File: src/design/mulDivPkg.sv
`default_nettype none

package mulDivPkg;

	// operand and result width
	localparam int DataWidth = 64;
	// operand width in 32-bit mode
	localparam int HalfWidth = 32;

	// carry-select slices of the iteration adder
	localparam int SliceWidth = 16;
	localparam int SliceCount = DataWidth / SliceWidth;

	// cycle counter, longest run is 67
	localparam int CountWidth = 7;

	// settled cycles at the end of a run, counter still running
	localparam logic [CountWidth-1:0] MulTail = CountWidth'(2);
	localparam logic [CountWidth-1:0] DivTail = CountWidth'(3);

	// hold length per operation, one step per data bit plus the tail
	localparam logic [CountWidth-1:0] MulCycles64 = CountWidth'(DataWidth) + MulTail;
	localparam logic [CountWidth-1:0] MulCycles32 = CountWidth'(HalfWidth) + MulTail;
	localparam logic [CountWidth-1:0] DivCycles64 = CountWidth'(DataWidth) + DivTail;
	localparam logic [CountWidth-1:0] DivCycles32 = CountWidth'(HalfWidth) + DivTail;

	// operation word from decode
	typedef struct packed {
		logic valid;
		logic isDiv;
		// both operands unsigned
		logic isUnsigned;
		// signed A times unsigned B
		logic unsignedB;
		logic is32;
		// divide only, remainder to the low result
		logic wantAlt;
	} mulDivOp;

	// command as set up by operand prep, latched on start
	typedef struct packed {
		logic start;
		logic isDiv;
		logic is32;
		logic wantAlt;
		logic negResult;
		// remainder follows the dividend
		logic negRem;
		// magnitude of A, upper half in 32-bit mode
		logic [DataWidth-1:0] shiftInit;
		// |B| for multiply, ~|B| for divide
		logic [DataWidth-1:0] addend;
		logic addCarry;
		logic [CountWidth-1:0] count;
	} mulDivSetup;

	// unsigned iteration result plus what fixup needs
	typedef struct packed {
		// last hold cycle
		logic done;
		logic isDiv;
		logic is32;
		logic wantAlt;
		logic negResult;
		logic negRem;
		// remainder or high product
		logic [DataWidth-1:0] accHigh;
		// quotient or low product
		logic [DataWidth-1:0] accLow;
	} mulDivRaw;

endpackage

`default_nettype wire
File: src/design/slowMulDiv.sv
`timescale 1ns/1ns
`default_nettype none

module slowMulDiv
	import mulDivPkg::*;
(
	input wire clock,
	input wire reset,
	input wire mulDivOp op,
	// command already handled elsewhere
	input wire bypass,
	input wire [DataWidth-1:0] valueA,
	input wire [DataWidth-1:0] valueB,
	// pipeline stall while iterating
	output logic hold,
	output logic [DataWidth-1:0] resultLo,
	output logic [DataWidth-1:0] resultHi
);

	// combinational setup from decode
	mulDivSetup setup;
	// iteration result, valid with raw.done
	mulDivRaw raw;

	// signs, magnitudes, addend and count
	mulDivOperandPrep prep_i (
		.op(op),
		.bypass(bypass),
		.valueA(valueA),
		.valueB(valueB),
		.setup(setup)
	);

	// acceptance, cooldown and the shift-add loop
	mulDivIterator iter_i (
		.clock(clock),
		.reset(reset),
		.setup(setup),
		.hold(hold),
		.raw(raw)
	);

	// sign fix, 32-bit extension and result registers
	// results land in the first cycle with hold low
	mulDivResultFix fix_i (
		.clock(clock),
		.reset(reset),
		.raw(raw),
		.resultLo(resultLo),
		.resultHi(resultHi)
	);

endmodule

`default_nettype wire

File: src/design/mulDivResultFix.sv
`timescale 1ns/1ns
`default_nettype none

module mulDivResultFix
	import mulDivPkg::*;
(
	input wire clock,
	input wire reset,
	input wire mulDivRaw raw,
	output logic [DataWidth-1:0] resultLo,
	output logic [DataWidth-1:0] resultHi
);

	// full signed product
	logic [2*DataWidth-1:0] product;
	logic [DataWidth-1:0] quotient;
	logic [DataWidth-1:0] remainder;
	// sign of a nonzero result or zero when unsigned
	logic lowNeg;
	logic remNeg;
	logic [DataWidth-1:0] quotExt;
	logic [DataWidth-1:0] remExt;
	logic [DataWidth-1:0] nextLo;
	logic [DataWidth-1:0] nextHi;

	always_comb
	begin
		product = raw.negResult ? -{raw.accHigh, raw.accLow} : {raw.accHigh, raw.accLow};
		quotient = raw.negResult ? -raw.accLow : raw.accLow;
		remainder = raw.negRem ? -raw.accHigh : raw.accHigh;

		// a zero magnitude stays positive
		// accLow is the 32-bit product magnitude as well as the quotient
		lowNeg = raw.negResult && (raw.accLow != '0);
		remNeg = raw.negRem && (raw.accHigh != '0);

		quotExt = raw.is32 ? {{HalfWidth{lowNeg}}, quotient[HalfWidth-1:0]} : quotient;
		remExt = raw.is32 ? {{HalfWidth{remNeg}}, remainder[HalfWidth-1:0]} : remainder;

		if (raw.isDiv)
		begin
			nextLo = raw.wantAlt ? remExt : quotExt;
			nextHi = raw.wantAlt ? quotExt : remExt;
		end
		else if (raw.is32)
		begin
			// 64-bit product split into two extended words
			nextLo = {{HalfWidth{lowNeg}}, product[HalfWidth-1:0]};
			nextHi = {{HalfWidth{lowNeg}}, product[DataWidth-1:HalfWidth]};
		end
		else
		begin
			nextLo = product[DataWidth-1:0];
			nextHi = product[2*DataWidth-1:DataWidth];
		end
	end

	always_ff @(posedge clock)
	begin
		if (reset)
		begin
			resultLo <= '0;
			resultHi <= '0;
		end
		else if (raw.done)
		begin
			resultLo <= nextLo;
			resultHi <= nextHi;
		end
	end

	// one done pulse per command so the results are written once
	donePulseA: assert property (@(posedge clock) disable iff (reset)
		raw.done |=> !raw.done);

endmodule

`default_nettype wire

File: src/design/mulDivIterator.sv
`timescale 1ns/1ns
`default_nettype none

module mulDivIterator
	import mulDivPkg::*;
(
	input wire clock,
	input wire reset,
	input wire mulDivSetup setup,
	output logic hold,
	output mulDivRaw raw
);

	// accumulator holds the low product or the partial remainder
	logic [DataWidth-1:0] acc;
	// multiplier or dividend bits leave the top, product or quotient bits enter the bottom
	logic [DataWidth-1:0] shiftReg;
	logic [DataWidth-1:0] addend;
	logic addCarry;
	logic [CountWidth-1:0] count;
	logic busy;
	// high for the one cycle after busy drops
	logic cooldown;
	logic isDiv;
	logic is32;
	logic wantAlt;
	logic negResult;
	logic negRem;

	logic accept;
	logic stepping;
	logic [CountWidth-1:0] tail;
	logic multBit;
	logic [DataWidth-1:0] accShifted;
	logic [DataWidth-1:0] sum;
	logic carryOut;
	logic keepSub;
	logic useSum;
	logic [DataWidth-1:0] shiftBase;
	logic [DataWidth-1:0] accNext;
	logic [DataWidth-1:0] shiftNext;

	// commands while busy or in cooldown are dropped
	assign accept = setup.start && !busy && !cooldown;
	// steps stop once only the tail is left
	assign tail = isDiv ? DivTail : MulTail;
	assign stepping = busy && (count > tail);

	assign multBit = shiftReg[DataWidth-1];
	// divide pulls the next dividend bit into the remainder
	assign accShifted = {acc[DataWidth-2:0], isDiv && shiftReg[DataWidth-1]};

	carrySelectAdder64 adder_i (
		.a(accShifted),
		.b(addend),
		.carryIn(addCarry),
		.sum(sum),
		.carryOut(carryOut)
	);

	// no borrow, or a bit fell off the top so the remainder is surely larger
	assign keepSub = carryOut || acc[DataWidth-1];
	assign useSum = isDiv ? keepSub : multBit;
	assign accNext = useSum ? sum : accShifted;
	// multiply moves the acc top bit into the high product, divide the quotient bit
	assign shiftBase = {shiftReg[DataWidth-2:0], isDiv ? keepSub : acc[DataWidth-1]};
	// low product carry, never reaches the remaining multiplier bits
	assign shiftNext = shiftBase + {{(DataWidth-1){1'b0}}, !isDiv && multBit && carryOut};

	always_ff @(posedge clock)
	begin
		if (reset)
		begin
			count <= '0;
			busy <= 1'b0;
			cooldown <= 1'b0;
		end
		else
		begin
			cooldown <= busy;
			if (accept)
			begin
				count <= setup.count;
				busy <= 1'b1;
			end
			else if (busy)
			begin
				count <= count - CountWidth'(1);
				busy <= (count != CountWidth'(1));
			end
		end
	end

	// datapath and command copy
	always_ff @(posedge clock)
	begin
		if (accept)
		begin
			acc <= '0;
			shiftReg <= setup.shiftInit;
			addend <= setup.addend;
			addCarry <= setup.addCarry;
			isDiv <= setup.isDiv;
			is32 <= setup.is32;
			wantAlt <= setup.wantAlt;
			negResult <= setup.negResult;
			negRem <= setup.negRem;
		end
		else if (stepping)
		begin
			acc <= accNext;
			shiftReg <= shiftNext;
		end
	end

	assign hold = busy;

	always_comb
	begin
		// last hold cycle, state has been settled since the tail began
		raw.done = busy && (count == CountWidth'(1));
		raw.isDiv = isDiv;
		raw.is32 = is32;
		raw.wantAlt = wantAlt;
		raw.negResult = negResult;
		raw.negRem = negRem;
		// registers swap roles between multiply and divide
		raw.accHigh = isDiv ? acc : shiftReg;
		raw.accLow = isDiv ? shiftReg : acc;
	end

	// busy and counter are updated in separate branches
	busyCountA: assert property (@(posedge clock) disable iff (reset)
		busy |-> (count != '0));

	// a new setup must not reach a running command
	stableCmdA: assert property (@(posedge clock) disable iff (reset)
		busy |=> $stable({addend, addCarry, isDiv, is32, wantAlt, negResult, negRem}));

endmodule

`default_nettype wire

File: src/design/mulDivOperandPrep.sv
`timescale 1ns/1ns
`default_nettype none

module mulDivOperandPrep
	import mulDivPkg::*;
(
	input wire mulDivOp op,
	input wire bypass,
	input wire [DataWidth-1:0] valueA,
	input wire [DataWidth-1:0] valueB,
	output mulDivSetup setup
);

	logic signA;
	logic signB;
	// magnitudes before placement
	logic [DataWidth-1:0] absA;
	logic [DataWidth-1:0] absB;
	// magnitudes as the iterator wants them
	logic [DataWidth-1:0] placedA;
	logic [DataWidth-1:0] placedB;
	logic [CountWidth-1:0] cycleCount;

	always_comb
	begin
		// sign bit depends on mode
		signA = op.is32 ? valueA[HalfWidth-1] : valueA[DataWidth-1];
		signB = op.is32 ? valueB[HalfWidth-1] : valueB[DataWidth-1];
		if (op.isUnsigned)
		begin
			signA = 1'b0;
			signB = 1'b0;
		end
		// mixed signedness, B taken as unsigned
		if (op.unsignedB)
			signB = 1'b0;

		// most negative value gives 2^63, still fine as unsigned
		absA = signA ? -valueA : valueA;
		absB = signB ? -valueB : valueB;

		// 32-bit mode, A moves up so its top bit leaves first
		placedA = absA;
		placedB = absB;
		if (op.is32)
		begin
			placedA = {absA[HalfWidth-1:0], {HalfWidth{1'b0}}};
			placedB = {{HalfWidth{1'b0}}, absB[HalfWidth-1:0]};
		end
	end

	always_comb
	begin
		case ({op.isDiv, op.is32})
			2'b00: cycleCount = MulCycles64;
			2'b01: cycleCount = MulCycles32;
			2'b10: cycleCount = DivCycles64;
			default: cycleCount = DivCycles32;
		endcase
	end

	always_comb
	begin
		// iterator decides whether it actually takes this
		setup.start = op.valid && !bypass;
		setup.isDiv = op.isDiv;
		setup.is32 = op.is32;
		setup.wantAlt = op.wantAlt;
		setup.negResult = signA ^ signB;
		setup.negRem = signA;
		setup.shiftInit = placedA;
		// divide subtracts, so ~B with carry in completes -B
		setup.addend = op.isDiv ? ~placedB : placedB;
		setup.addCarry = op.isDiv;
		setup.count = cycleCount;
	end

endmodule

`default_nettype wire

File: src/design/carrySelectAdder64.sv
`timescale 1ns/1ns
`default_nettype none

module carrySelectAdder64
	import mulDivPkg::*;
(
	input wire [DataWidth-1:0] a,
	input wire [DataWidth-1:0] b,
	input wire carryIn,
	output logic [DataWidth-1:0] sum,
	output logic carryOut
);

	// carry into each slice, last entry is the carry out
	logic [SliceCount:0] sliceCarry;

	assign sliceCarry[0] = carryIn;

	for (genvar i = 0; i < SliceCount; i++)
	begin : gSlice
		// both outcomes, with the slice carry out in the top bit
		logic [SliceWidth:0] sumC0;
		logic [SliceWidth:0] sumC1;
		logic [SliceWidth-1:0] sliceA;
		logic [SliceWidth-1:0] sliceB;

		assign sliceA = a[i*SliceWidth +: SliceWidth];
		assign sliceB = b[i*SliceWidth +: SliceWidth];

		// slice adds run in parallel
		assign sumC0 = {1'b0, sliceA} + {1'b0, sliceB};
		assign sumC1 = {1'b0, sliceA} + {1'b0, sliceB} + {{SliceWidth{1'b0}}, 1'b1};

		// only the select chain is serial
		assign sum[i*SliceWidth +: SliceWidth] = sliceCarry[i] ?
			sumC1[SliceWidth-1:0] : sumC0[SliceWidth-1:0];
		assign sliceCarry[i+1] = sliceCarry[i] ? sumC1[SliceWidth] : sumC0[SliceWidth];
	end

	assign carryOut = sliceCarry[SliceCount];

endmodule

`default_nettype wire

File: config.mk
export PLATFORM = sky130hd
export DESIGN_NAME = slowMulDiv
export DESIGN_NICKNAME = d
export VERILOG_FILES = /design/src/design/mulDivPkg.sv /design/src/design/slowMulDiv.sv /design/src/design/mulDivResultFix.sv /design/src/design/mulDivIterator.sv /design/src/design/mulDivOperandPrep.sv /design/src/design/carrySelectAdder64.sv
export SDC_FILE = /design/constraint.sdc
export NUM_CORES = 2
export LEC_CHECK = 0
export BUFFER_PORTS_ARGS = -buffer_cell sky130_fd_sc_hd__buf_2
export CAP_MARGIN = 20
export CELL_PAD_IN_SITES_DETAIL_PLACEMENT = 1
export CELL_PAD_IN_SITES_GLOBAL_PLACEMENT = 1
export CORE_ASPECT_RATIO = 1.1
export CORE_MARGIN = 3
export CORE_UTILIZATION = 50
export DETAILED_ROUTE_END_ITERATION = 8
export PLACE_DENSITY = 0.92
export SLEW_MARGIN = 0
export SYNTH_ARGS = -nofsm -noshare
export SYNTH_HDL_FRONTEND = slang
export SYNTH_SLANG_ARGS = --single-unit
File: constraint.sdc
create_clock -name clock -period 25.2 [get_ports clock]
set_clock_uncertainty 0.05 [all_clocks]
set_input_delay 1.26 -clock clock [delete_from_list [all_inputs] [get_ports clock]]
set_output_delay 1.26 -clock clock [all_outputs]
set_load 0.01 [all_outputs]
* Yosys cells after proc, flatten, opt, wreduce, memory -nomap -nowiden
Cells that the tools add are included.
Operators by class: add/subtract/negate cells 15, order comparisons 1, equal/unequal tests 4, mux-type cells 42, bitwise logic cells 2, reductions and logical operators 20
Operators with widths (count):
- $mux 64 | 20
- $neg 64->64 | 4
- $mux 128 | 1
- $neg 128->128 | 1
- $reduce_bool 64->1 | 2
- $add 16x16->17 | 4
- $add 17x1->17 const B | 4
- $add 64x1->64 | 1
- $mux 16 | 4
- $not 64->64 | 1
- $pmux 7 s3 | 1
- $mux 1 | 14
- $mux 7 | 2
- $logic_and 1x1->1 | 10
- $eq 7x1->1 const B | 1
- $gt 7x7->1 | 1
- $ne 7x1->1 const B | 1
- $sub 7x1->7 const B | 1
- $logic_not 1->1 | 4
- $reduce_bool 2->1 | 2
- $eq 2x1->1 const B | 1
- $eq 2x2->1 const B | 1
- $logic_not 2->1 | 1
- $logic_or 1x1->1 | 1
- $xor 1x1->1 | 1
Word-level totals: bits in registers 334, input port bits 137, output and inout bits 129, word-level logic and storage cells 97

* Longest topological paths before layout
word-level depth 12, mapped depth 39, depth with buffers taken out 29

* By module
Synthesis repeated with hierarchy kept, for this count alone.
Second synthesis, totals: cells, all modules 4268, area total of the unflattened synthesis 32947.8 um^2
By module, submodules not included:
- mulDivResultFix | instances 1, cells each 1704, area an instance 11707.5 um^2, seq. area each 2562.5 um^2
- mulDivIterator | instances 1, cells each 1061, area an instance 11239.5 um^2, seq. area each 5485.3 um^2
- mulDivOperandPrep | instances 1, cells each 874, area an instance 5477.8 um^2, seq. area each 0.0 um^2
- carrySelectAdder64 | instances 1, cells each 629, area an instance 4523.1 um^2, seq. area each 0.0 um^2

* Least setup slack after synthesis
OpenSTA, ideal clock, no wires.
path type register to register, start register iter_i.addCarry, end register iter_i.shiftReg[62] (data pin), library setup time 0.270 ns, arrival time 7.703 ns, required time 24.880 ns, setup slack 17.176 ns, stages on the path, launching flop included 40, buffers on the path 10, clock period less this slack 8.024 ns, cell sequence edfxtp_1 buf_6 buf_6 buf_6 buf_6 buf_6 buf_2 buf_2 buf_2 buf_2 buf_2 and2_1 ha_1 fa_1 a21oi_1 nor2_1 nor4b_1 nor3_1 [4 not listed] or3_1 a21oi_1 xor2_1 nor3b_1 ha_1 ha_1 nand3_1 nor2_1 nand2_1 nor2_1 and3_1 nor2b_1 nand2_1 nor2_1 nand2_1 nor2_1 xnor2_1 a21oi_1
On the way: word-level cells in the longest chain between the ends 12, elaborated cells on any way between the ends 15, those cells by class 3 x add/sub; 7 x mux; 5 x reduce/logical
Ends and longest elaborated chain:
- start, declared | line mulDivIterator.sv:19 | logic addCarry;
- start signal, assigned | line mulDivIterator.sv:102 | addCarry <= setup.addCarry;
- $logic_and 1x1->1
- $add 16x16->17
- $add 17x1->17
- $mux 1 (4 in series) | line carrySelectAdder64.sv:37 | assign sliceCarry[i+1] = sliceCarry[i] ? sumC1[SliceWidth] : sumC0[SliceWidth];
- $logic_or 1x1->1 | line mulDivIterator.sv:62 | assign keepSub = carryOut || acc[DataWidth-1];
- $mux 1 | line mulDivIterator.sv:66 | assign shiftBase = {shiftReg[DataWidth-2:0], isDiv ? keepSub : acc[DataWidth-1]};
- $add 64x1->64 * | line mulDivIterator.sv:68 | assign shiftNext = shiftBase + {{(DataWidth-1){1'b0}}, !isDiv && multBit && carryOut};
- $mux 64 * | line mulDivIterator.sv:109 | else if (stepping)
- $mux 64 * | line mulDivIterator.sv:97 | if (accept)
- end signal, assigned | line mulDivIterator.sv:100 | shiftReg <= setup.shiftInit;
- end signal, assigned | line mulDivIterator.sv:112 | shiftReg <= shiftNext;
- end, declared | line mulDivIterator.sv:17 | logic [DataWidth-1:0] shiftReg;
Every way passes the cells marked *; elsewhere a longest branch is shown, timed or not. The select of a mux whose other input is x is not followed. A chain may end at the register's enable or synchronous reset.

* Final worst setup path
Same ends and word-level chain as after synthesis.

==> run_results.csv <==
group,metric,value,unit
drt,drtAntennaViolNets,0,
yosys,ys.flop_type,"dfxtp_1",
critical_path,cp_max_fo,46,
yosys,synth_common_cells,"483 x nor2_1, 352 x nand2_1, 302 x a21oi_1",
run_status,status,"completed",
yosys,syn-cell-area,0.0316,mm²
yosys,yosysMostFrequentCell,"nor2_1",
floorplanning,boundaryPins,266,
critical_path,cp-end-kind,"flop",
critical_path,arrival,8690,ps
grt,grt_pass1_wl,206000,µm
timing,fin_setup_tns,0,ps
timing,hold_viol_final,0,
yosys,synth_edf_count,133,
yosys,ys_types,104,
timing,worst_hold_slack,400,ps
yosys,avgSynthCellArea,7.63,µm²
critical_path,crit_top_cell,"nor2_1",
cells_and_area,nets,4414,
critical_path,cp.required,25460,ps
drt,detail_route.wl_per_cell,27.0,µm
yosys,synthCells,4148,
clock_tree,clkTransAtPathRegs,70,ps
grt,grt_max_degree,92,
floorplanning,coreArea,0.0625,mm²
clock_tree,cts-htree-levels,2,
clock_tree,cts_hold_buf,0,
critical_path,crit_family,"simple AND/OR/NAND/NOR gates",
critical_path,startpoint_type,"flop",
place,gp_congestion,1.03,
yosys,ys_ff_latch,334,
drt,drc,0,
drt,avgViaCountPerCell,6.61,
floorplanning,dieArea,0.0663,mm²
timing,max_freq,0.119,GHz
grt,grt_antenna_before_repair,1,
grt,busiest_layer,"met2",
yosys,async_reset_ff_frac,0,
clock_tree,cts_buffers,40,
floorplanning,die_w,246,µm
run,drv_cap,0,
place,place_hpwl,105000,µm
clock_tree,cts_tree,"yes",
yosys,syn-num-nets,4366,
yosys,synth_top_area_frac,0.127,
floorplanning,rows,96,
worst_hold_path,hp-class,"reg -> reg",
critical_path,crit_buf_inv,1,
grt,met3_usage,0.0633,
grt,grt_util_met1,0.503,
drt,drtIter0Drc,3181,
clock_tree,cts_setup_buffers,0,
critical_path,max_stage_delay,500,ps
pwr,vdd_ir_drop_max,0.0000479,V
place,port-buffer-count,265,
yosys,synth_seq_area_share,0.253,
drt,routed_wl,137000,µm
yosys,synth_top_area_cell,"dfxtp_1",
clock_tree,clk_path_buf_depth,3,
critical_path,worstSetupPathType,"reg -> reg",
floorplanning,start_util,0.506,
grt,grt_pass1_vias,33600,
drt,dr_total_vias,33500,
drt,drtPass1Iterations,5,
clock_tree,clk_latency,620,ps
grt,grt_overflow,0,
yosys,ys_warn_count,0,
clock_tree,cts_resized,0,
timing,worst_pin_slew,1130,ps
pwr,leakagePower,13.1,nW
timing,slew_headroom,0.237,
critical_path,slowest_stage,"or3_1",
yosys,synth.area.top_cells,"dfxtp_1 13%, edfxtp_1 13%, xnor2_1 8.3%, xor2_1 6.0%, mux2i_1 5.8%",
grt,grt_usage,0.399,
cells_and_area,drive_above_1_share,0.118,
cells_and_area,areaGrowthSynthToFinish,9.48,%
clock_tree,cts_root_buf,"clkbuf_16",
timing,post-route-min-period,8430,ps
grt,use_met2,0.625,
floorplanning,fp.dieH,270,µm
clock_tree,cts_num_sinks,334,
pwr,power.density,68.5,mW/mm²
timing,finalSetupViolCount,0,
timing,fin_crit_sh,0.334,
timing,maxSlewViolCount,0,
timing,rsz0062_at_grt,"false",
-- routing by layer --
metal / up-vias / share of wire
li1: 15100 / -
met1: 16400 / 0.39
met2: 1567 / 0.45
met3: 431 / 0.077
met4: 0 / 0.082
met5: - / 0
-- state kept, by name, summed over array words and instances, names as in the netlist --
name / cells
iter_i.addCarry: 1
iter_i.count: 7
iter_i.is32: 1
iter_i.acc: 64
iter_i.cooldown: 1
iter_i.negResult: 1
iter_i.addend: 64
iter_i.shiftReg: 64
iter_i.wantAlt: 1
iter_i.hold: 1
iter_i.negRem: 1
fix_i.resultHi: 64
fix_i.resultLo: 64
-- worst min-delay path: cells and delay by family, from the launching register on --
family             cells  cell delay, ps
AOI/OAI and AO/OA      1              50
DFF                    1             300
and+or+nand+nor        1              50
-- cell usage in the layout, fill, tap and decap left out, drive strengths merged, types with 46 or more instances in the layout --
master,netlist,routed
a211oi,83,83
a21oi,302,302
buf,82,316
clkbuf,229,52
dfxtp,201,201
edfxtp,133,133
ha,77,77
inv,59,60
mux2i,183,183
nand2,352,352
nand3,144,144
nor2,483,483
nor3,205,205
nor3b,49,49
o211ai,62,62
o21ai,303,303
o22ai,48,48
o31ai,48,48
or3,46,46
xnor2,300,300
xor2,215,215
-- cell type report --
class / count / area (µm²)
fillers: 7905 / 27800
multi-input cells: 3443 / 22100
flip-flops and latches: 334 / 8020
repair buffers: 317 / 1740
clock buffers: 51 / 1140
well taps: 833 / 1040
clock inverters: 23 / 332
inverters: 60 / 230
diodes: 1 / 2.50
-- metrics by stage --
step           setup WS (ps)  utilization  instance area, µm²  std cells  total power [mW]
6_report               16770        0.554               34600       5062              2.37
2_1_floorplan          17180            -               31600       4148              1.36
3_5_place_dp           17030        0.530               33100       4984              1.68
4_1_cts                16910        0.554               34600       5058              2.33
3_3_place_gp           17370        0.530               33100       4984              1.64
5_1_grt                16100        0.554               34600       5062              2.47
-- logic make-up (layout without fill, tap and decap cells) --
logic type / Yosys count / count (layout) / synth area share
AO/OA/AOI/OAI: 1059 / 1059 / 0.210
XOR/XNOR: 515 / 515 / 0.143
flip-flops: 334 / 334 / 0.253
other: 0 / 1 / 0
adder cells (fa/ha/maj): 81 / 81 / 0.0330
multiplexers: 219 / 219 / 0.0707
buffers and inverters: 371 / 451 / 0.0490
AND/OR/NAND/NOR: 1569 / 1569 / 0.241
-- report_power, final --
group	switching [mW]	total, mW	leakage (nW)	internal (mW)
Clock	0.265	0.652	0.730	0.387
Sequential	0.116	0.734	2.87	0.618
Combinational	0.638	0.985	9.47	0.347
-- path summary, 6_finish.rpt --
kind	startpoint	end	slack (ps)	depth (start not counted)
worst min-delay path	fix_i.resultLo[18]	fix_i.resultLo[18]	400	2
worst max register to register	iter_i.addCarry	iter_i.shiftReg[62]	16770	30
worst max-delay path	iter_i.addCarry	iter_i.shiftReg[62]	16770	30
worst min register to register	fix_i.resultLo[18]	fix_i.resultLo[18]	400	2
(Power assumes the default switching activity.)
